$ cat config.mk
export PLATFORM = sky130hd
export DESIGN_NAME = pixel_addr_counter
export DESIGN_NICKNAME = d
export VERILOG_FILES = /design/src/design/motion_pkg.sv /design/src/design/pixel_addr_counter.sv
export SDC_FILE = /design/constraint.sdc
export NUM_CORES = 1
export LEC_CHECK = 0
export BUFFER_PORTS_ARGS = -buffer_cell sky130_fd_sc_hd__buf_2
export CAP_MARGIN = 40
export CORE_MARGIN = 2
export CORE_UTILIZATION = 40
export DETAILED_ROUTE_END_ITERATION = 6
export PLACE_DENSITY = 0.74
export SLEW_MARGIN = 20
export SYNTH_ARGS = -nofsm -noshare
export SYNTH_HDL_FRONTEND = slang
export SYNTH_SLANG_ARGS = --single-unit
$ cat constraint.sdc
create_clock -name cmos_pclk -period 2.2 [get_ports cmos_pclk]
set_input_delay 0.44 -clock cmos_pclk [delete_from_list [all_inputs] [get_ports cmos_pclk]]
set_output_delay 0.44 -clock cmos_pclk [all_outputs]
set_load 0.02 [all_outputs]
$ cat src/design/motion_pkg.sv
package motion_pkg;

	//////////////////////////////////////////////////////////////////////
	// image constants
	//////////////////////////////////////////////////////////////////////
	localparam int PIX_W     = 8;    // grey sample width
	localparam int NUM_BANKS = 3;    // cur, prev, old

	typedef logic [PIX_W-1:0] pixel_t;
	typedef logic [1:0]       bank_idx_t;    // 0..2 only

	localparam pixel_t PIX_BLACK = 8'h00;    // motion marker
	localparam pixel_t PIX_WHITE = 8'hFF;    // still background

	//////////////////////////////////////////////////////////////////////
	// csr map
	//////////////////////////////////////////////////////////////////////
	localparam int APB_ADDR_W = 4;

	localparam logic [APB_ADDR_W-1:0] CSR_CTRL_ADDR   = 4'h0;    // [0] diff_mode
	localparam logic [APB_ADDR_W-1:0] CSR_THRESH_ADDR = 4'h4;    // [7:0] threshold
	localparam logic [APB_ADDR_W-1:0] CSR_STATUS_ADDR = 4'h8;    // [8] primed, [7:0] count

	localparam pixel_t DEFAULT_THRESH    = 8'd20;
	localparam logic   DEFAULT_DIFF_MODE = 1'b1;

	// sensor side stream, one sample per pclk while href
	typedef struct packed {
		logic   vsync;    // high for the whole frame
		logic   href;     // pixel qualifier
		pixel_t pixel;
	} cam_pix_t;

	// same address across the three stored frames
	typedef struct packed {
		logic   vsync;
		logic   valid;
		pixel_t cur;     // incoming frame
		pixel_t prev;    // one frame back
		pixel_t old;     // two frames back
	} pix_triple_t;

	typedef struct packed {
		logic   vsync;
		logic   valid;
		pixel_t pixel;
	} pix_out_t;

endpackage
$ cat src/design/pixel_addr_counter.sv
`timescale 1ns/1ps

module pixel_addr_counter #(
	parameter  int IMG_H  = 640,
	parameter  int IMG_V  = 480,
	localparam int DEPTH  = IMG_H * IMG_V,
	localparam int ADDR_W = $clog2(DEPTH)
) (
	input  logic                 cmos_pclk,
	input  logic                 locked,
	input  motion_pkg::cam_pix_t pix_i,
	output logic [ADDR_W-1:0]    addr_o,
	output logic                 in_frame_o
);

	localparam logic [ADDR_W-1:0] LAST_ADDR = ADDR_W'(DEPTH - 1);

	logic [ADDR_W-1:0] addr_q;    // address of the next valid pixel
	logic              full_q;    // last address already taken

	always_ff @(posedge cmos_pclk or negedge locked) begin
		if (!locked) begin
			addr_q <= '0;
			full_q <= 1'b0;
		end else if (!pix_i.vsync) begin
			// blanking, rearm for next frame
			addr_q <= '0;
			full_q <= 1'b0;
		end else if (pix_i.href && !full_q) begin
			if (addr_q == LAST_ADDR) begin
				full_q <= 1'b1;    // hold at last, flag overflow
			end else begin
				addr_q <= addr_q + 1'b1;
			end
		end
	end

	assign addr_o     = addr_q;
	// excess pixels on the last line fall out here
	assign in_frame_o = pix_i.vsync & ~full_q;

endmodule

==> run metrics <==
gp weighted congestion 0.7727; Synth Area in Compound Gates 0.1126; filler cell count 283; CP required 2.43 ns; TritonCTS Buffers 3; worst setup path class flop to flop; clock-pin slew on the worst setup and hold paths 0.11 ns; synthesized flop and latch total 20; Worst Hold Class input pin to asynchronous set/reset pin; Area contributors post-synth dfrtp_1, mux2i_1, nand2_1, nand2b_1, a21oi_1; Root Buffer clkbuf_4; CTS tree done; biggest area consumer among synthesized cells dfrtp_1; Worst-Skew Late Latency 0.30 ns; Worst Path Arrival 2.06 ns; area share of fa/ha/maj cells after synthesis 0.01014; Site Rows 20; pin count of the biggest net entering global routing 24; clk sinks 20; Layout area overhead 13.59%; share of cells above drive strength 1 0.2484; CTS Hold Bufs 0; total number of vias 1078; worst clock skew 0.004996 ns; H-tree level count 1; unrepaired setup endpoints after global routing no; Netlist cell types 36; Mapped Nets 142; mux contribution to synthesized area 0.08925; Final Net Count 168; sequential-to-total area share from yosys stat 0.4057; Max Fanout on Critical Path 6; Overflow after GRT 0; Cell Pwr Density 429.9 mW/mm^2; I/O Pins 32; Tcrit/Tclk final 0.8352; Final Setup Violations 0; Post-synth top cells dfrtp_1, nand2_1, a21oi_1, mux2i_1, nand2b_1; synthesized area 0.001234 sq mm; slew margin rel. 0.7024; post-synth top area share 0.4057; post-synthesis simple-gate area fraction 0.3398; Cells after Synth 129; minimum clock period 1.837 ns; port buffer count 23; utilization after layout 0.4667; initial antenna violation count 0; antenna-violating nets left 0; Least-Margin Pin Slew 0.4464 ns; Initial DRC Count 43; hpwl dp 1.958 mm; Max VDD drop 259.6 uV; predominant post-synthesis flop cell dfrtp_1; final hold vios 0; Post-Synth XOR/XNOR Area 0; fin. max-slew vios 0; max cap viols 0; status complete, no violations; setup TNS 0 ns; Leak Pwr 0.6312 nW; placement-stage cell area 0.001379 sq mm; largest family of logic cells by synthesized area simple AND/OR/NAND/NOR gates; die width 59.54 um; kind of start point of the critical path flop; Ys Warns 0; Total Routing Usage GR 0.1701; Hold WS 0.06318 ns; Final Total Pwr 0.0006025 W; 1st-pass router iterations 4; number of synthesized flops with an enable pin 0; core area 0.003003 sq mm; Final Cell Area 0.001401 sq mm; Mapped Avg Cell Area 9.563 sq um; Worst Setup End Kind flop; CTS Buffer Depth 2; Async S/R FF share, synth 1.000; vias in the first global route 1045; post_cts resized 0; Antenna Cells 0; Die H 59.54 um; DR DRC count 0; Vias/cell 5.796; post-DR wirelength/cell 14.25 um; setup bufs post-CTS 0; die area 0.003544 sq mm; f_max 544.2 MHz; first-pass GRT wire length 4.636 mm; Initial Utilization 0.4108; Post-Route WL 2.651 mm
-- state kept, by name (all words and copies together), names as in the netlist --
signal  flops
addr_o     19
full_q      1
-- area by class of cell --
class	instances	area, sq um	share of cell area
Multi-Input combinational cell	100	680.7	0.4857
Inverter	3	11.26	0.008036
Tap cell	33	41.29	0.02946
Clock buffer	3	22.52	0.01607
Sequential cell	20	500.5	0.3571
Timing Repair Buffer	27	145.1	0.1036
-- metal layers --
| layer | track usage | share of wire |
|---|---|---|
| met5 | 0 | 0 |
| met4 | 0.04127 | 0.0045 |
| met3 | 0.04367 | 0.048 |
| met2 | 0.2857 | 0.48 |
| met1 | 0.2185 | 0.47 |
-- critical path, stage by stage (launching register included) --
cell,delay (ns)
dfrtp_1,0.43
ha_1,0.29
nand3_1,0.15
nor4_4,0.08
buf_4,0.16
or4_1,0.49
a21oi_1,0.16
-- logic make-up after synthesis --
family	Yosys count
AOI/OAI and AO/OA	23
adders and majority gates	1
buffers and inverters	9
DFF	20
muxes	11
and+or+nand+nor	65
-- where the power goes --
group | internal (W) | switching, W
sequential | 0.000371 | 0.00000423
combinational | 0.0000161 | 0.0000350
clock | 0.0000638 | 0.000112
total | 0.000451 | 0.000152
-- metrics by stage --
| stage | cells | setup WS [ns] |
|---|---|---|
| after floorplan | 129 | 0.4582 |
| after global placement | 183 | 0.3863 |
| after detailed placement | 183 | 0.3171 |
| after CTS | 186 | 0.3611 |
| after global routing | 186 | 0.1403 |
| final | 186 | 0.3625 |
-- placed cells by master, fill, tap and decap left out, types with 2 or more instances in the layout --
| cell type | n |
|---|---|
| a21oi_1 | 12 |
| and3_4 | 2 |
| buf_2 | 23 |
| buf_4 | 4 |
| clkbuf_4 | 3 |
| dfrtp_1 | 20 |
| inv_1 | 2 |
| mux2i_1 | 11 |
| nand2_1 | 20 |
| nand2b_1 | 11 |
| nand3_1 | 2 |
| nand3_2 | 2 |
| nand4_1 | 4 |
| nor2_1 | 3 |
| nor4_1 | 3 |
| o21ai_0 | 2 |
| o31ai_1 | 5 |
| or4_1 | 6 |
-- path summary, 6_finish.rpt --
check,to,cells after the start,from,slack (ns)
min in group cmos_pclk,full_q,3,pix_i[8],0.42
hold reg to reg,full_q,2,full_q,0.56
setup reg to reg,addr_o[9],6,addr_o[0],0.36
max in group asynchronous,full_q,1,locked,1.82
setup / recovery,addr_o[9],6,addr_o[0],0.36
hold / removal,addr_o[18],1,locked,0.06
(Power assumes the default switching activity.)
