<file path="src/design/motion_pkg.sv">
package motion_pkg;

	//////////////////////////////////////////////////////////////////////
	// image constants
	//////////////////////////////////////////////////////////////////////
	localparam int PIX_W     = 8;    // grey sample width
	localparam int NUM_BANKS = 3;    // cur, prev, old

	typedef logic [PIX_W-1:0] pixel_t;
	typedef logic [1:0]       bank_idx_t;    // 0..2 only

	localparam pixel_t PIX_BLACK = 8'h00;    // motion marker
	localparam pixel_t PIX_WHITE = 8'hFF;    // still background

	//////////////////////////////////////////////////////////////////////
	// csr map
	//////////////////////////////////////////////////////////////////////
	localparam int APB_ADDR_W = 4;

	localparam logic [APB_ADDR_W-1:0] CSR_CTRL_ADDR   = 4'h0;    // [0] diff_mode
	localparam logic [APB_ADDR_W-1:0] CSR_THRESH_ADDR = 4'h4;    // [7:0] threshold
	localparam logic [APB_ADDR_W-1:0] CSR_STATUS_ADDR = 4'h8;    // [8] primed, [7:0] count

	localparam pixel_t DEFAULT_THRESH    = 8'd20;
	localparam logic   DEFAULT_DIFF_MODE = 1'b1;

	// sensor side stream, one sample per pclk while href
	typedef struct packed {
		logic   vsync;    // high for the whole frame
		logic   href;     // pixel qualifier
		pixel_t pixel;
	} cam_pix_t;

	// same address across the three stored frames
	typedef struct packed {
		logic   vsync;
		logic   valid;
		pixel_t cur;     // incoming frame
		pixel_t prev;    // one frame back
		pixel_t old;     // two frames back
	} pix_triple_t;

	typedef struct packed {
		logic   vsync;
		logic   valid;
		pixel_t pixel;
	} pix_out_t;

endpackage
</file>
<file path="src/design/frame_diff_threshold.sv">
`timescale 1ns/1ps

module frame_diff_threshold (
	input  logic                    cmos_pclk,
	input  logic                    locked,
	input  motion_pkg::pix_triple_t triple_i,
	input  logic                    diff_mode_i,
	input  motion_pkg::pixel_t      threshold_i,
	output motion_pkg::pix_out_t    out_o
);
	import motion_pkg::*;

	pixel_t y1;          // |prev - old|
	pixel_t y2;          // |cur - prev|
	pixel_t y;
	pixel_t pix_next;
	pixel_t pix_q;
	logic   valid_q;
	logic   vsync_q;

	function automatic pixel_t abs_diff(input pixel_t a, input pixel_t b);
		abs_diff = (a >= b) ? a - b : b - a;
	endfunction

	//////////////////////////////////////////////////////////////////////
	// three-frame difference
	//////////////////////////////////////////////////////////////////////
	always_comb begin
		y1 = abs_diff(triple_i.prev, triple_i.old);
		y2 = abs_diff(triple_i.cur, triple_i.prev);
		y  = y1 & y2;    // both frame pairs must have moved
		if (diff_mode_i) begin
			pix_next = (y > threshold_i) ? PIX_BLACK : PIX_WHITE;
		end else begin
			pix_next = triple_i.cur;    // grey passthrough
		end
	end

	always_ff @(posedge cmos_pclk) begin
		pix_q <= pix_next;
	end

	always_ff @(posedge cmos_pclk or negedge locked) begin
		if (!locked) begin
			valid_q <= 1'b0;
			vsync_q <= 1'b0;
		end else begin
			valid_q <= triple_i.valid;
			vsync_q <= triple_i.vsync;
		end
	end

	assign out_o = '{vsync: vsync_q, valid: valid_q, pixel: pix_q};

endmodule

</file>
<file path="config.mk">
export PLATFORM = sky130hd
export DESIGN_NAME = frame_diff_threshold
export DESIGN_NICKNAME = d
export VERILOG_FILES = /design/src/design/motion_pkg.sv /design/src/design/frame_diff_threshold.sv
export SDC_FILE = /design/constraint.sdc
export NUM_CORES = 1
export LEC_CHECK = 0
export BUFFER_PORTS_ARGS = -buffer_cell sky130_fd_sc_hd__buf_2
export CAP_MARGIN = 15
export CORE_MARGIN = 4
export CORE_UTILIZATION = 30
export CTS_CLUSTER_SIZE = 25
export DETAILED_ROUTE_END_ITERATION = 10
export PLACE_DENSITY_LB_ADDON = 0.05
export SLEW_MARGIN = 20
export SYNTH_ARGS = -nofsm -noshare
export SYNTH_HDL_FRONTEND = slang
export SYNTH_SLANG_ARGS = --single-unit
</file>
<file path="constraint.sdc">
create_clock -name cmos_pclk -period 1.2 [get_ports cmos_pclk]
set_clock_uncertainty 0.2 [all_clocks]
set_input_delay 0.18 -clock cmos_pclk [delete_from_list [all_inputs] [get_ports cmos_pclk]]
set_output_delay 0.18 -clock cmos_pclk [all_outputs]
set_load 0.01 [all_outputs]
</file>
==> results of run 1 <==
[sequential cells by signal, indices dropped and copies added, names as in the netlist]
signal   flops
pix_q        8
valid_q      1
vsync_q      1
[logic make-up after synthesis]
group                      synth area share
DFF                                   0.112
AOI/OAI and AO/OA                     0.219
xor gates and xnor gates             0.0609
muxes                                0.0589
adders and majority gates             0.297
and+or+nand+nor                       0.140
buffers and inverters                 0.111
[worst max-delay path by stage]
stage	startpoint	cells past startpoint	end	slack, ps
after floorplan	triple_i[16]	17	pix_q[0]	-1580
after global placement	triple_i[16]	17	pix_q[6]	-2070
after detailed placement	triple_i[16]	17	pix_q[3]	-2080
after CTS	triple_i[16]	17	pix_q[5]	-1690
after global routing	triple_i[10]	17	pix_q[1]	-1810
final	triple_i[11]	16	pix_q[1]	-1690
[what timing repair did]
action / CTS / global route
gates resized for setup: 15 / 29
buffers inserted: 1 / 4
endpoints found under the hold margin: 5 / 0
hold buffers: 4 / 0
pin swaps: 19 / 21
setup endpoints to repair: 8 / 8
[cells in the final DEF (no fill, tap or decap), drive strengths merged, types with 5 or more instances in the layout]
cell and instances:
a21oi 18, dfxtp 8, inv 34, nand2 8, mux2i 11, xnor2 7, ha 38, xor2 6
nor2 25, o21ai 17, buf 120, nand4 7, a211oi 5, a21o 5
[cell type report]
cell class,instances,area share
clock buffer,4,0.0181
sequential,10,0.0692
timing repair buffer,124,0.292
inverter,34,0.0469
tap,75,0.0309
multi-input combinational,179,0.543
[power by group through the flow]
stage                     Combinational, mW  Sequential (mW)  Clock [mW]
after CTS                              1.47            0.405       0.434
after floorplan                       0.816            0.444           0
after global placement                 1.42            0.413           0
after detailed placement               1.41            0.410           0
after global routing                   1.75            0.412       0.454
final                                  1.57            0.404       0.422
[through the flow]
step / TNS (ps) / util / cells
global placement: -16580 / 0.455 / 413
floorplan: -12660 / - / 233
global route: -14390 / 0.507 / 426
CTS: -13490 / 0.480 / 422
finish: -13420 / 0.507 / 426
detailed placement: -16640 / 0.455 / 413
[metal layers]
| metal | global-route usage | share of wire |
|---|---|---|
| met5 | 0 | 0 |
| met4 | 0.00425 | 0 |
| met3 | 0.0274 | 0.051 |
| met2 | 0.246 | 0.47 |
| met1 | 0.207 | 0.48 |
[worst max-delay path, cell delays in order]
cell and delay [ps]:
buf_2 120, inv_1 100, ha_4 320, nand4_1 140, a31oi_4 230, nor2_4 80
buf_6 130, mux2i_4 170, a211oi_2 190, ha_1 260, nor2b_1 130, o21a_1 190
o21ai_2 170, a21oi_2 80, o221a_4 270, nor2_1 110
[cell usage after synthesis, types with 6 or more instances]
master | instances | area [sq um]
xnor2_1 | 7 | 61.3
mux2i_1 | 11 | 110
a21oi_1 | 14 | 70.1
dfxtp_1 | 8 | 160
ha_1 | 38 | 475
inv_1 | 34 | 128
xor2_1 | 6 | 52.6
nor2_1 | 24 | 90.1
nand2_1 | 8 | 30.0
o21ai_0 | 15 | 75.1
nand4_1 | 7 | 43.8
==> run summary, run 1 <==
drt drc -> 0
all-layer global routing usage -> 0.147
H-tree lvl count -> 1
DRT Wirelength -> 5.52 mm
Cells after Synth -> 233
syn_nets -> 312
Chip Width -> 87.0 microns
final setup margin -> -1690 ps
Post-DP Area -> 2730 sq um
vias in the first global route -> 1929
root buf cell -> clkbuf_8
element type at the critical path start -> primary input
sequential share of the synthesized area -> 0.112
Die H -> 87.0 microns
area delta synth->final -> 62.5%
sw frac -> 0.372
clk slew on worst S/H paths -> 50 ps
slew at the pin closest to its max-slew limit -> 298 ps
Reg power frac -> 0.168
PortBufs -> 46
synthesized area -> 1870 sq um
Final Power -> 2.40 mW
Setup-failing EPs final -> 8
Worst slew margin -> 0.799
total grt overflow -> 0
post-route cell area -> 3040 sq um
post-place setup slack -> -2080 ps
area of the multi-input gates -> 1650 sq um
Period Utilization, post-route -> 2.41
first-pass GRT wire length -> 8.89 mm
Slew Viols, Final -> 0
crit-path max FO -> 8
Top FF cell, synth -> dfxtp_1
Sink Count -> 10
post-layout minimum cycle time -> 2890 ps
cell row count -> 28
Synth Area per Inst -> 8.03 sq um
GPL Wtd Cong -> 0.842
Yosys reg bits -> 10
max-capacitance violation count -> 0
dpl hpwl -> 4.75 mm
LEAKAGE -> 1.55 nW
Initial Util -> 0.312
nets -> 431
internal power -> 1.51 mW
initial drt markers -> 29
1st-pass router iterations -> 4
share of layout cells above drive strength 1 -> 0.487
power share of the combinational group -> 0.656
NetSw -> 0.893 mW
final hold vios -> 0
Via Count -> 1948
antenna viol nets, final -> 0
CTS tree -> yes
CP Capture Type -> register
Req. time, crit path -> 1180 ps
storage element area -> 210 sq um
EDFF count, synth -> 0
Synth Warn # -> 0
clk buf depth -> 2
status -> finished with violations
largest net degree at the start of global routing -> 10
HP Class -> primary input to asynchronous set/reset pin
Fmax -> 346 MHz
Netlist cell types -> 41
antenna violations before repair -> 0
Setup CP Type -> primary input to register
TritonCTS Buffers -> 3
Clk pwr share -> 0.176
CP Data Arrival Time -> 2870 ps
RSZ-0062 raised after global routing -> yes
Async S/R FF share, synth -> 0.200
Via-to-Cell Ratio -> 4.57
I/O Pins -> 47
routed len/inst -> 13.0 microns
Fillers -> 597
Peak VDD IR -> 719 uV
PwrDens -> 790 nW/um^2
WHS -> 50.9 ps
ANT cells -> 0
die area -> 7560 sq um
violated checks -> negative setup slack
area of the core -> 5990 sq um
Note: power is estimated with default switching activity, not from simulation.
==> inputs of run 2 (changes only) <==
- CELL_PAD_IN_SITES_DETAIL_PLACEMENT: default -> 0
- CELL_PAD_IN_SITES_GLOBAL_PLACEMENT: default -> 1
- CORE_MARGIN: 4 -> 2
- clock period: 1.2 -> 3 ns (I/O delays scaled with it)
==> run summary, run 2 (synthesis results as in run 1) <==
Via-to-Cell Ratio -> 4.60 (+0.65%)
Initial Util -> 0.312 (unchanged)
commonest non-fill, non-tap cell in the layout -> buf_4
TritonCTS Buffers -> 3 (unchanged)
slew at the pin closest to its max-slew limit -> 455 ps (+157 ps)
largest net degree at the start of global routing -> 10 (unchanged)
max-capacitance violation count -> 0 (unchanged)
share of layout cells above drive strength 1 -> 0.472 (-0.0147)
crit path capture -> pix_q[7]
dpl hpwl -> 4.68 mm (-1.6%)
WHS -> 120 ps (+68.7 ps)
CP Capture Type -> register
Peak VDD IR -> 231 uV (-68%)
NetSw -> 0.352 mW (-61%)
die area -> 6880 sq um (-9.0%)
initial drt markers -> 63 (+120%)
post-layout minimum cycle time -> 3080 ps
Worst slew margin -> 0.694 (-0.106)
antenna violations before repair -> 0 (unchanged)
antenna viol nets, final -> 0 (unchanged)
Slew Viols, Final -> 0 (unchanged)
sw frac -> 0.382 (+0.0103)
final hold vios -> 0 (unchanged)
root buf cell -> clkbuf_8
clk slew on worst S/H paths -> 50 ps (about the same)
Crit path max-delay family -> adder cells
Final Util -> 0.494 (-0.0129)
Post-DP Area -> 2700 sq um (-1.1%)
drt drc -> 0 (unchanged)
crit path cell chain -> buf_12 > inv_12 > ha_4 > inv_2 > fa_2 > nand3_2 > a31oi_4 > nor2_4 > buf_12 > mux2i_2 > xnor2_1 > nor2_1 > ha_1 > nand4_1 > a21oi_2 > o221a_4 > nor2_1
internal power -> 0.569 mW (-62%)
ANT cells -> 0 (unchanged)
post-place setup slack -> -602 ps (+1480 ps)
nets -> 425 (-1.4%)
GPL Wtd Cong -> 0.830 (-1.4%)
cell row count -> 28 (unchanged)
Crit. Startpoint -> triple_i[16]
crit-path max cell delay -> 340 ps (+20 ps)
Setup-failing EPs final -> 8 (unchanged)
Period Utilization, post-route -> 1.03
1st-pass router iterations -> 4 (unchanged)
element type at the critical path start -> primary input
Chip Width -> 83.0 microns (-4.6%)
DRT Wirelength -> 5.40 mm (-2.2%)
violated checks -> negative setup slack
Levels on crit path -> 17 (+1)
Critical-path top delay cell -> fa_2
vias in the first global route -> 1939 (+0.52%)
Setup CP Type -> primary input to register
Clk pwr share -> 0.156 (-0.020)
power share of the combinational group -> 0.668 (+0.012)
routed len/inst -> 12.9 microns (-0.81%)
Fmax -> 324 MHz
final setup margin -> -81.9 ps (+1610 ps)
final setup TNS -> -586 ps (+12840 ps)
CTS tree -> yes
total grt overflow -> 0 (unchanged)
Via Count -> 1933 (-0.77%)
crit-path max FO -> 8 (unchanged)
CP Data Arrival Time -> 3000 ps (+130 ps)
LEAKAGE -> 1.51 nW (-2.2%)
area of the core -> 5990 sq um (unchanged)
status -> finished with violations
PortBufs -> 46 (unchanged)
Die H -> 83.0 microns (-4.6%)
I/O Pins -> 47 (unchanged)
largest reg by FF count -> pix_q
H-tree lvl count -> 1 (unchanged)
max reg flops -> 8 (unchanged)
largest registers -> pix_q (8), valid_q (1), vsync_q (1)
Reg power frac -> 0.176 (+0.008)
Sink Count -> 10 (unchanged)
PwrDens -> 311 nW/um^2 (-61%)
HP Class -> primary input to register
Req. time, crit path -> 2920 ps (+1740 ps)
RSZ-0062 raised after global routing -> yes
first-pass GRT wire length -> 9.06 mm (+1.9%)
area delta synth->final -> 58.3%
post-route cell area -> 2960 sq um (-2.6%)
all-layer global routing usage -> 0.160 (+0.0124)
clk buf depth -> 2 (unchanged)
commonest cells after routing, fill and taps aside -> 68 x buf_4, 43 x buf_2, 31 x inv_1, 30 x ha_1, 23 x nor2_1
worst path bufs/invs -> 4 (+1)
==> run 2: cell count changes in the layout (fill, tap and decap cells not counted), sizes merged <==
cell	previous run	this run
dlygate4sd3	4	1
clkinvlp	0	1
inv	34	33
buf	120	117
==> run 2: power groups by stage <==
stage               combinational [mW]  sequential (mW)  clock, mW
floorplan                        0.326            0.178          0
global placement                 0.562            0.165          0
detailed placement               0.560            0.164          0
CTS                              0.595            0.162      0.148
global route                     0.684            0.164      0.158
finish                           0.615            0.162      0.144
==> run 2: repair_timing <==
action	CTS	global route
setup buffers	3	3
hold buffers	1	0
pin swaps	21	17
hold endpoints to repair	2	0
endpoints found under the setup margin	8	8
gates resized for setup	23	18
==> run 2: how the worst min path moves through the flow <==
stage | start | slack (ps) | to | cells after the start
floorplan | locked | -50 | valid_q | 0
global placement | locked | 30 | valid_q | 1
detailed placement | locked | 40 | valid_q | 1
CTS | triple_i[24] | 110 | valid_q | 1
global route | triple_i[24] | 110 | valid_q | 1
finish | triple_i[24] | 120 | valid_q | 1
==> run 2: cell type report <==
| type | count | area (sq um) |
|---|---|---|
| multi-input cells | 179 | 1640 |
| inverters | 34 | 144 |
| repair buffers | 118 | 833 |
| fillers | 607 | 3030 |
| flip-flops and latches | 10 | 210 |
| well taps | 75 | 93.8 |
| clock buffers | 4 | 45.0 |
==> run 2: stage by stage <==
step / power (mW) / std cells
finish: 0.921 / 420
global route: 1.01 / 420
CTS: 0.905 / 417
detailed placement: 0.724 / 409
global placement: 0.727 / 409
floorplan: 0.504 / 233
==> run 2: per-layer routing <==
layer,GRT usage,vias up,share of wire
met3,0.0258,0,0.032
li1,-,1021,-
met2,0.267,37,0.47
met1,0.225,875,0.49
met5,0,-,0
met4,0.0134,0,0
