### config.mk
export PLATFORM = sky130hd
export DESIGN_NAME = frame_sequencer
export DESIGN_NICKNAME = d
export VERILOG_FILES = /design/src/design/motion_pkg.sv /design/src/design/frame_sequencer.sv
export SDC_FILE = /design/constraint.sdc
export NUM_CORES = 1
export LEC_CHECK = 0
export ABC_CLOCK_PERIOD_IN_PS = 2300
export BUFFER_PORTS_ARGS = -buffer_cell sky130_fd_sc_hd__buf_2
export CAP_MARGIN = 10
export CORE_MARGIN = 1.5
export CORE_UTILIZATION = 49
export CTS_CLUSTER_DIAMETER = 60
export DETAILED_ROUTE_END_ITERATION = 10
export PLACE_DENSITY = 0.74
export SLEW_MARGIN = 10
export SYNTH_ARGS = -nofsm -noshare
export SYNTH_HDL_FRONTEND = slang
export SYNTH_SLANG_ARGS = --single-unit
export TNS_END_PERCENT = 30
### constraint.sdc
create_clock -name cmos_pclk -period 2.3 [get_ports cmos_pclk]
set_input_delay 0.345 -clock cmos_pclk [delete_from_list [all_inputs] [get_ports cmos_pclk]]
set_output_delay 0.345 -clock cmos_pclk [all_outputs]
set_load 0.02 [all_outputs]
### src/design/motion_pkg.sv
package motion_pkg;

	//////////////////////////////////////////////////////////////////////
	// image constants
	//////////////////////////////////////////////////////////////////////
	localparam int PIX_W     = 8;    // grey sample width
	localparam int NUM_BANKS = 3;    // cur, prev, old

	typedef logic [PIX_W-1:0] pixel_t;
	typedef logic [1:0]       bank_idx_t;    // 0..2 only

	localparam pixel_t PIX_BLACK = 8'h00;    // motion marker
	localparam pixel_t PIX_WHITE = 8'hFF;    // still background

	//////////////////////////////////////////////////////////////////////
	// csr map
	//////////////////////////////////////////////////////////////////////
	localparam int APB_ADDR_W = 4;

	localparam logic [APB_ADDR_W-1:0] CSR_CTRL_ADDR   = 4'h0;    // [0] diff_mode
	localparam logic [APB_ADDR_W-1:0] CSR_THRESH_ADDR = 4'h4;    // [7:0] threshold
	localparam logic [APB_ADDR_W-1:0] CSR_STATUS_ADDR = 4'h8;    // [8] primed, [7:0] count

	localparam pixel_t DEFAULT_THRESH    = 8'd20;
	localparam logic   DEFAULT_DIFF_MODE = 1'b1;

	// sensor side stream, one sample per pclk while href
	typedef struct packed {
		logic   vsync;    // high for the whole frame
		logic   href;     // pixel qualifier
		pixel_t pixel;
	} cam_pix_t;

	// same address across the three stored frames
	typedef struct packed {
		logic   vsync;
		logic   valid;
		pixel_t cur;     // incoming frame
		pixel_t prev;    // one frame back
		pixel_t old;     // two frames back
	} pix_triple_t;

	typedef struct packed {
		logic   vsync;
		logic   valid;
		pixel_t pixel;
	} pix_out_t;

endpackage
### src/design/frame_sequencer.sv
`timescale 1ns/1ps

module frame_sequencer #(
	parameter int FRAME_SKIP = 10
) (
	input  logic                  cmos_pclk,
	input  logic                  locked,
	input  logic                  vsync_i,
	output logic                  store_en_o,
	output motion_pkg::bank_idx_t wr_bank_o,
	output logic                  primed_o,
	output motion_pkg::pixel_t    frame_count_o
);
	import motion_pkg::*;

	localparam int SKIP_W = (FRAME_SKIP > 1) ? $clog2(FRAME_SKIP) : 1;

	typedef enum logic [1:0] {
		SKIP,    // sensor settling, nothing stored
		FILL,    // storing, fewer than two frames banked
		RUN      // all three banks in use
	} seq_state_t;

	seq_state_t        state_q;
	logic [SKIP_W-1:0] skip_cnt_q;    // frames dropped so far
	logic              vs_r0;
	logic              vs_r1;
	logic              frame_end;     // one pulse per vsync fall
	bank_idx_t         bank_q;
	pixel_t            count_q;       // stored frames, wraps

	// 0 -> 1 -> 2 -> 0
	function automatic bank_idx_t next_bank(input bank_idx_t b);
		next_bank = (b == bank_idx_t'(NUM_BANKS - 1)) ? bank_idx_t'(0) : b + 1'b1;
	endfunction

	//////////////////////////////////////////////////////////////////////
	// frame end detect
	//////////////////////////////////////////////////////////////////////
	always_ff @(posedge cmos_pclk or negedge locked) begin
		if (!locked) begin
			vs_r0 <= 1'b0;
			vs_r1 <= 1'b0;
		end else begin
			vs_r0 <= vsync_i;
			vs_r1 <= vs_r0;
		end
	end

	assign frame_end = vs_r1 & ~vs_r0;    // falling edge, one cycle late

	//////////////////////////////////////////////////////////////////////
	// state, bank rotation, frame count
	//////////////////////////////////////////////////////////////////////
	always_ff @(posedge cmos_pclk or negedge locked) begin
		if (!locked) begin
			state_q    <= (FRAME_SKIP == 0) ? FILL : SKIP;    // no settling wanted
			skip_cnt_q <= '0;
			bank_q     <= '0;
			count_q    <= '0;
		end else if (frame_end) begin
			case (state_q)
				SKIP: begin
					if (skip_cnt_q == SKIP_W'(FRAME_SKIP - 1)) begin
						state_q <= FILL;    // next frame lands in bank 0
					end else begin
						skip_cnt_q <= skip_cnt_q + 1'b1;
					end
				end
				FILL: begin
					bank_q  <= next_bank(bank_q);
					count_q <= count_q + 1'b1;
					// banks 0 and 1 now hold old and prev
					if (bank_q == bank_idx_t'(1)) begin
						state_q <= RUN;
					end
				end
				RUN: begin
					bank_q  <= next_bank(bank_q);
					count_q <= count_q + 1'b1;
				end
				default: state_q <= SKIP;
			endcase
		end
	end

	assign store_en_o    = (state_q != SKIP);
	assign primed_o      = (state_q == RUN);    // sticky until reset
	assign wr_bank_o     = bank_q;
	assign frame_count_o = count_q;

endmodule

==> results of run 1 <==
[kinds of logic after synthesis]
family	count (synthesis)	synth area share, %
compound gates	7	6.15
xor+xnor	9	9.22
fa+ha+maj	7	10.2
buf+inv	5	2.20
flops	18	52.7
mux	2	2.93
simple gates	24	16.5
[synth_stat cells (all sizes together)]
library cell / number
nor2: 1
nor3b: 1
inv: 5
and3b: 1
nand3b: 2
mux2: 1
o31ai: 2
nand3: 1
a21o: 2
a21oi: 1
nor3: 4
a221o: 1
xor2: 4
mux2i: 1
nand4: 4
or3b: 2
nand2b: 2
xnor2: 5
and3: 1
a211oi: 1
nand2: 5
ha: 7
dfrtp: 18
[per-layer routing]
metal | global-route usage, % | vias to the layer above | routed length [um]
met5 | 0 | - | 0
met4 | 5.45 | 0 | 10
met3 | 4.80 | 2 | 60
met2 | 25.2 | 16 | 586
met1 | 19.8 | 275 | 662
li1 | - | 287 | -
[worst max path at each step]
stage | cells past startpoint | endpoint
floorplan | 5 | state_q[1]
global placement | 5 | state_q[1]
detailed placement | 5 | state_q[1]
CTS | 5 | state_q[1]
global route | 5 | state_q[1]
finish | 5 | state_q[1]
[layout make-up]
type	instances	area (sq um)	area share (%)
flip-flops and latches	18	450	46.1
multi-input cells	49	385	39.4
repair buffers	15	80.1	8.19
clock buffers	3	22.5	2.30
well taps	16	20.0	2.05
inverters	5	18.8	1.92
[power groups by stage]
stage / sequential, mW / combinational (mW) / clock (mW)
2_1_floorplan: 0.555 / 0.275 / 0
3_3_place_gp: 0.514 / 0.427 / 0
3_5_place_dp: 0.520 / 0.440 / 0
4_1_cts: 0.515 / 0.441 / 0.159
5_1_grt: 0.527 / 0.490 / 0.172
6_report: 0.515 / 0.434 / 0.151
[critical path: stages, from the launching register on]
cell and delay (ns):
dfrtp_1 0.39, inv_1 0.08, ha_1 0.21, or3b_1 0.37, a221o_1 0.31, mux2_4 0.30
[sequential cells by signal, indices dropped and copies added (netlist names)]
register,count
vs_r1,1
vs_r0,1
skip_cnt_q,4
state_q,2
frame_count_o,8
wr_bank_o,2
==> out/metrics.cfg, run 1 <==
[finish]
num-fill-cells=128
finish.net_count=102
layout.cells.most_common_list=dfrtp_1, buf_2, ha_1
drive_above_1_share_pct=21.1
antenna_cells_inserted=0
layout_commonest_cell=dfrtp_1
post-route-util_pct=62.0
instances_no_fill=106
areaGrowthSynthToFinish_pct=14.3
final_cell_area_sq_um=977

[synth]
synth.avg_cell_area_sq_um=11.9
syn-num-nets=82
ys_types=23
synth_top_cells_by_area=dfrtp_1, ha_1, xnor2_1
syn_inst=72
synth_warnings=0
netlist.area_leader.share_pct=52.7
synth.largest_area_cell=dfrtp_1
ys_seq_elements=18
ys_seq_area_share_pct=52.7
post_synth_instance_area_sq_um=855

[timing]
slew_headroom_pct=73.6
maxSlewViolCount=0
report.final.setup_viol=0
timing.final.crit_share_pct=77.3
report.final.hold_viol_count=0
clock.fmax_ghz=0.563
timing.setup.tns_ns=0
timing.clock.skew_ns=0.00161
min_period_ns=1.78
final_hold_slack_ns=0.157
max_slew.worst_pin.slew_ns=0.396
rsz0062_at_grt=false
finalWorstSetupSlack_ns=0.523

[floorplan]
die_w_um=44.8
die_area_sq_um=2000
pin_count=15
design.core.area_sq_um=1580
std_cell_rows=14
floorplan.initialDensity_pct=54.2
chipHeight_um=44.8

[route]
finalWirelength_um=1320
first_pass_iters=4
vias_per_cell=5.47
drt_iter0_drc=9
routedWlPerCell_um=12.5
detail_route.drc_violations=0
ant_nets=0
num_vias=580

[placement]
gp_routability_congestion=0.763
placedInstanceArea_sq_um=945
numPlacedInstances=102
hpwl_um=1000
buffer_ports.inserted=14
detailedPlace.worstSlack_ns=0.547

[cts]
numClockSinks=18
postcts_resize_cnt=0
cts-root-buf=clkbuf_4
worstSkewPairLatency_ns=0.29
post_cts_repair_timing_setup_buffer_count=0
tritoncts.num_buffers=3
post_cts_hold_buffer_count=1
htreeDepth=1
clk_pin_slew_worst_paths_ns=0.09
cts_tree=built
clk_path_buf_depth=2

[power_and_ir_drop]
pwr-share-clk_pct=13.7
comb_power_share_pct=39.4
totalPowerFinal_mw=1.10
swShare_pct=39.9
internal_mw=0.661
pwr-share-seq_pct=46.8
pwr_cell_area_nw_per_um2=1130
worst_ir_drop_vdd_mv=0.662
power_leakage_nw=0.520
total_switching_power_mw=0.439

[min_path]
hold_path_class=primary input to register
holdPathEnd=vs_r0
hold_path_startpoint=vsync_i
hold_depth=1

[setup_path]
destination_of_the_worst_register_to_register_timing_path=state_q[1]
timing.rr.start=state_q[0]
worst-setup-path-type=register to register
critical_path.startpoint_type=register
crit_required_ns=2.48
crit_path_capture_type=register
critPathArrivalTime_ns=1.96
worst-r2r-setup-slack_ns=0.52
worst_setup_path_startpoint=state_q[0]
number_of_cells_traversed_by_the_worst_register_to_register_path=5
critical_path.max_fanout=3

[global_route]
grt_start_max_net_pins=19
grt_pass1_vias=549
grt_antenna_before_repair=0
grt_pass1_wl_um=2240
grt_usage_pct=15.6
grt_overflow=0

[flow_run]
drv.max_cap_violation_count=0

[outcome]
run_status=complete, no violations

Note: power is estimated with default switching activity, not from simulation.
==> run 2: changes to the inputs <==
Settings changed: ABC_AREA set to 1, ABC_CLOCK_PERIOD_IN_PS 2300 to 1500, CORE_UTILIZATION 49 to 48, PLACE_DENSITY 0.74 to 0.75.
Clock period 2.3 ns to 1.5 ns, I/O delays scaled along.
==> out/metrics.cfg, run 2 <==
[synth]
ys_seq_area_share_pct=49.1
synth.avg_cell_area_sq_um=9.26
synth_top_cells_by_area=dfrtp_1, nand2_1, ha_1
synth_warnings=0
synthMostInstantiatedCell=nand2_1
ys_types=14
netlist.area_leader.share_pct=49.1
synth_commonest_cells=nand2_1, dfrtp_1, inv_1
syn-num-nets=109
syn_inst=99
synth.largest_area_cell=dfrtp_1
edff_count_synth=0
synth-main-ff-cell=dfrtp_1
synthArstFlopShare_pct=100
post_synth_instance_area_sq_um=917
ys_seq_elements=18

[placement]
buffer_ports.inserted=14
gp_routability_congestion=0.795
hpwl_um=1170
numPlacedInstances=138
placedInstanceArea_sq_um=1020
detailedPlace.worstSlack_ns=0.0308

[outcome]
run_status=complete, no violations

[global_route]
grt_pass1_vias=672
grt_pass1_wl_um=2680
grt_usage_pct=17.8
grt_antenna_before_repair=0
grt_start_max_net_pins=19
grt_overflow=0

[floorplan]
chipHeight_um=46.7
die_w_um=46.7
design.core.area_sq_um=1760
pin_count=15
floorplan.initialDensity_pct=52.0
std_cell_rows=15
die_area_sq_um=2180

[finish]
multi_input_area_sq_um=419
ff_latch_area_sq_um=450
areaGrowthSynthToFinish_pct=20.3
layout.cells.most_common_list=nand2_1, dfrtp_1, inv_1
post-route-util_pct=62.6
drive_above_1_share_pct=23.0
finish.net_count=134
max_reg_flops=8
layout_commonest_cell=nand2_1
final_cell_area_sq_um=1100
antenna_cells_inserted=0
num-fill-cells=174
instances_no_fill=147

[flow_run]
drv.max_cap_violation_count=0

[setup_path]
worst-setup-path-type=register to output pin
worst_path_largest_cell_delay_ns=0.42
critPathArrivalTime_ns=1.20
critical_path.startpoint_type=register
critical_path.max_fanout=3
critical_path_s_slowest_cell=dfrtp_1
crit_path_capture_type=output pin
crit_required_ns=1.27
number_of_cells_traversed_by_the_worst_register_to_register_path=7
critical_path.cell_chain=inv_1 -> ha_1 -> buf_4

[power_and_ir_drop]
totalPowerFinal_mw=1.84
power_leakage_nw=0.595
pwr_cell_area_nw_per_um2=1670
worst_ir_drop_vdd_mv=1.14

[cts]
clk_pin_slew_worst_paths_ns=0.09
numClockSinks=18
htreeDepth=1
cts-root-buf=clkbuf_4
tritoncts.num_buffers=3
clk_path_buf_depth=2
worstSkewPairLatency_ns=0.28
cts_tree=built

[route]
ant_nets=0
detail_route.drc_violations=0
first_pass_iters=4
drt_iter0_drc=11
finalWirelength_um=1650
num_vias=727
vias_per_cell=4.95
routedWlPerCell_um=11.3

[timing]
report.final.setup_viol=0
slew_headroom_pct=73.3
timing.final.crit_share_pct=94.8
min_period_ns=1.42
timing.setup.tns_ns=0
finalWorstSetupSlack_ns=0.0775
report.final.hold_viol_count=0
clock.fmax_ghz=0.703
timing.clock.skew_ns=0.00535
max_slew.worst_pin.slew_ns=0.400
final_hold_slack_ns=0.0414
maxSlewViolCount=0

[min_path]
hold_path_class=primary input to register
hold_depth=1

[run 2: cell count changes after synthesis, moves of 3 or more]
cell,before,now
nand3_1,1,8
nor2_4,0,3
nor3_1,4,0
nand2_1,5,26
o21ai_0,0,4
inv_1,5,16
[run 2: layout make-up]
| cell class | count | area share, % |
|---|---|---|
| multi-input combinational | 65 | 38.0 |
| sequential | 18 | 40.8 |
| tap | 25 | 2.83 |
| inverter | 16 | 5.44 |
| timing repair buffer | 20 | 10.9 |
| clock buffer | 3 | 2.04 |
[run 2: worst max-delay path: cells and delay by family (launching register included)]
family | cells | cell delay, ns
flops | 1 | 0.42
fa+ha+maj | 1 | 0.21
buf+inv | 2 | 0.28
[run 2: final timing paths]
| path | slack [ns] | to | from |
|---|---|---|---|
| max in group asynchronous | 0.81 | state_q[1] | locked |
| setup reg to reg | 0.14 | frame_count_o[7] | state_q[0] |
| hold / removal | 0.04 | vs_r0 | vsync_i |
| hold reg to reg | 0.39 | vs_r1 | vs_r0 |
| setup / recovery | 0.08 | primed_o | state_q[0] |
| min in group asynchronous | 0.41 | wr_bank_o[0] | locked |
[run 2: kinds of logic after synthesis]
group	after synthesis	share of synthesized area, %
compound gates	6	3.27
flops	18	49.1
xor+xnor	6	5.73
fa+ha+maj	7	9.55
buf+inv	16	6.55
simple gates	46	25.8
[run 2: power breakdown]
| part | internal, mW | switching, mW | total (mW) | leakage (nW) |
|---|---|---|---|---|
| clock network | 0.0932 | 0.138 | 0.231 | 0.0138 |
| logic | 0.359 | 0.492 | 0.850 | 0.350 |
| registers | 0.624 | 0.134 | 0.758 | 0.231 |
| total | 1.08 | 0.763 | 1.84 | 0.595 |
[run 2: what timing repair did]
action	CTS	global route
setup buffers	0	5
hold endpoints to repair	18	0
resized for setup	0	2
hold buffers	1	0
endpoints found under the setup margin	0	5
[run 2: layer usage]
| metal | part of all wire [%] | vias up | track usage (%) |
|---|---|---|---|
| li1 | - | 359 | - |
| met2 | 47 | 16 | 26.4 |
| met5 | 0 | - | 0 |
| met1 | 47 | 348 | 23.7 |
| met3 | 4.0 | 4 | 4.71 |
| met4 | 2.1 | 0 | 10.0 |
==> run 3: changes to the inputs <==
Settings changed: ABC_CLOCK_PERIOD_IN_PS 1500 to 1730, CELL_PAD_IN_SITES_DETAIL_PLACEMENT set to 1, CELL_PAD_IN_SITES_GLOBAL_PLACEMENT set to 1, CORE_UTILIZATION 48 to 44, PLACE_DENSITY 0.75 to 0.84.
Clock period 1.5 ns to 1.73 ns, I/O delays scaled along.
==> out/metrics.cfg, run 3 (synthesis results as in run 2) <==
[timing]
min_period_ns=1.50
final_hold_slack_ns=0.0653
timing.setup.tns_ns=0
slew_headroom_pct=71.9
maxSlewViolCount=0
max_slew.worst_pin.slew_ns=0.421
report.final.setup_viol=0
rsz0062_at_grt=false
clock.fmax_ghz=0.668
report.final.hold_viol_count=0
timing.clock.skew_ns=0.00582
timing.final.crit_share_pct=86.5

[cts]
cts-root-buf=clkbuf_4
cts_tree=built
clk_path_buf_depth=2
clk_pin_slew_worst_paths_ns=0.10
tritoncts.num_buffers=3
postcts_resize_cnt=0
worstSkewPairLatency_ns=0.29
htreeDepth=1
numClockSinks=18

[setup_path]
worst-setup-path-type=register to output pin
crit_required_ns=1.47
crit_path_capture_type=output pin
critical_path.max_fanout=4
critPathArrivalTime_ns=1.24
critical_path.startpoint_type=register

[floorplan]
design.core.area_sq_um=1960
die_area_sq_um=2370
chipHeight_um=48.7
floorplan.initialDensity_pct=46.7
std_cell_rows=16
die_w_um=48.7
pin_count=15

[power_and_ir_drop]
comb_power_share_pct=41.7
total_switching_power_mw=0.653
pwr-share-seq_pct=44.2
swShare_pct=43.5
worst_ir_drop_vdd_mv=0.744
pwr_cell_area_nw_per_um2=1420
pwr-share-clk_pct=14.1
power_leakage_nw=0.570
internal_mw=0.848

[flow_run]
drv.max_cap_violation_count=0

[finish]
areaGrowthSynthToFinish_pct=14.9
max_reg_flops=8
drive_above_1_share_pct=18.8
finish.net_count=129
layout_commonest_cell=nand2_1
layout.cells.most_common_list=nand2_1, dfrtp_1, inv_1
antenna_cells_inserted=0
post-route-util_pct=53.7
final_cell_area_sq_um=1050

[global_route]
grt_usage_pct=19.2
grt_start_max_net_pins=19
grt_pass1_wl_um=3460
grt_antenna_before_repair=0
grt_overflow=0
grt_pass1_vias=817

[route]
finalWirelength_um=1960
routedWlPerCell_um=13.6
vias_per_cell=5.01
detail_route.drc_violations=0
drt_iter0_drc=2
first_pass_iters=4
num_vias=722
ant_nets=0

[placement]
hpwl_um=1540
buffer_ports.inserted=14
placedInstanceArea_sq_um=1020
gp_routability_congestion=0.753

[outcome]
run_status=complete, no violations

[min_path]
hold_path_class=primary input to register

run 3: cell count changes in the layout (fill, tap and decap cells not counted), sizes merged:
| cell | previous run | this run |
|---|---|---|
| buf | 19 | 14 |
run 3: path summary, 6_finish.rpt:
kind	start	slack [ns]	cells after the start	endpoint
min in group asynchronous	locked	0.41	2	state_q[0]
min	vsync_i	0.07	1	vs_r0
max in group asynchronous	locked	1.02	2	frame_count_o[0]
max reg2reg	state_q[0]	0.24	7	frame_count_o[5]
min reg2reg	vs_r0	0.41	0	vs_r1
max	state_q[0]	0.23	4	store_en_o
run 3: power by group through the flow:
| stage | combinational [mW] | sequential [mW] | clock [mW] |
|---|---|---|---|
| after detailed placement | 0.631 | 0.677 | 0 |
| final | 0.626 | 0.663 | 0.211 |
| after floorplan | 0.388 | 0.720 | 0 |
| after global placement | 0.600 | 0.665 | 0 |
| after global routing | 0.721 | 0.695 | 0.233 |
| after CTS | 0.641 | 0.667 | 0.219 |
run 3: cell type report:
| cell class | instances | area, sq um |
|---|---|---|
| Tap cell | 27 | 33.8 |
| Inverter | 16 | 60.1 |
| Clock buffer | 3 | 22.5 |
| Timing Repair Buffer | 15 | 80.1 |
| Fill cell | 260 | 908 |
| Sequential cell | 18 | 450 |
| Multi-Input combinational cell | 65 | 407 |
run 3: per-layer routing:
metal	GRT usage, %	vias up	share of wire, %
met2	34.2	13	54
met1	22.2	356	42
met3	4.01	4	3.0
li1	-	349	-
met4	8.10	0	1.3
met5	0	-	0
run 3: metrics by stage:
stage / total power, mW / instances / setup slack [ns]
after floorplan: 1.11 / 99 / 0.394
after global placement: 1.27 / 140 / 0.312
after detailed placement: 1.31 / 140 / 0.256
after CTS: 1.53 / 144 / 0.209
after global routing: 1.65 / 144 / 0.0596
final: 1.50 / 144 / 0.234
run 3: what timing repair did:
| item | in CTS | in global routing |
|---|---|---|
| hold buffers | 1 | 0 |
| setup buffers | 0 | 0 |
| endpoints found under the hold margin | 18 | 0 |
run 3: critical path: stages, from the launching register on:
cell	delay (ns)
dfrtp_1	0.41
inv_1	0.08
ha_1	0.24
inv_1	0.06
buf_2	0.15
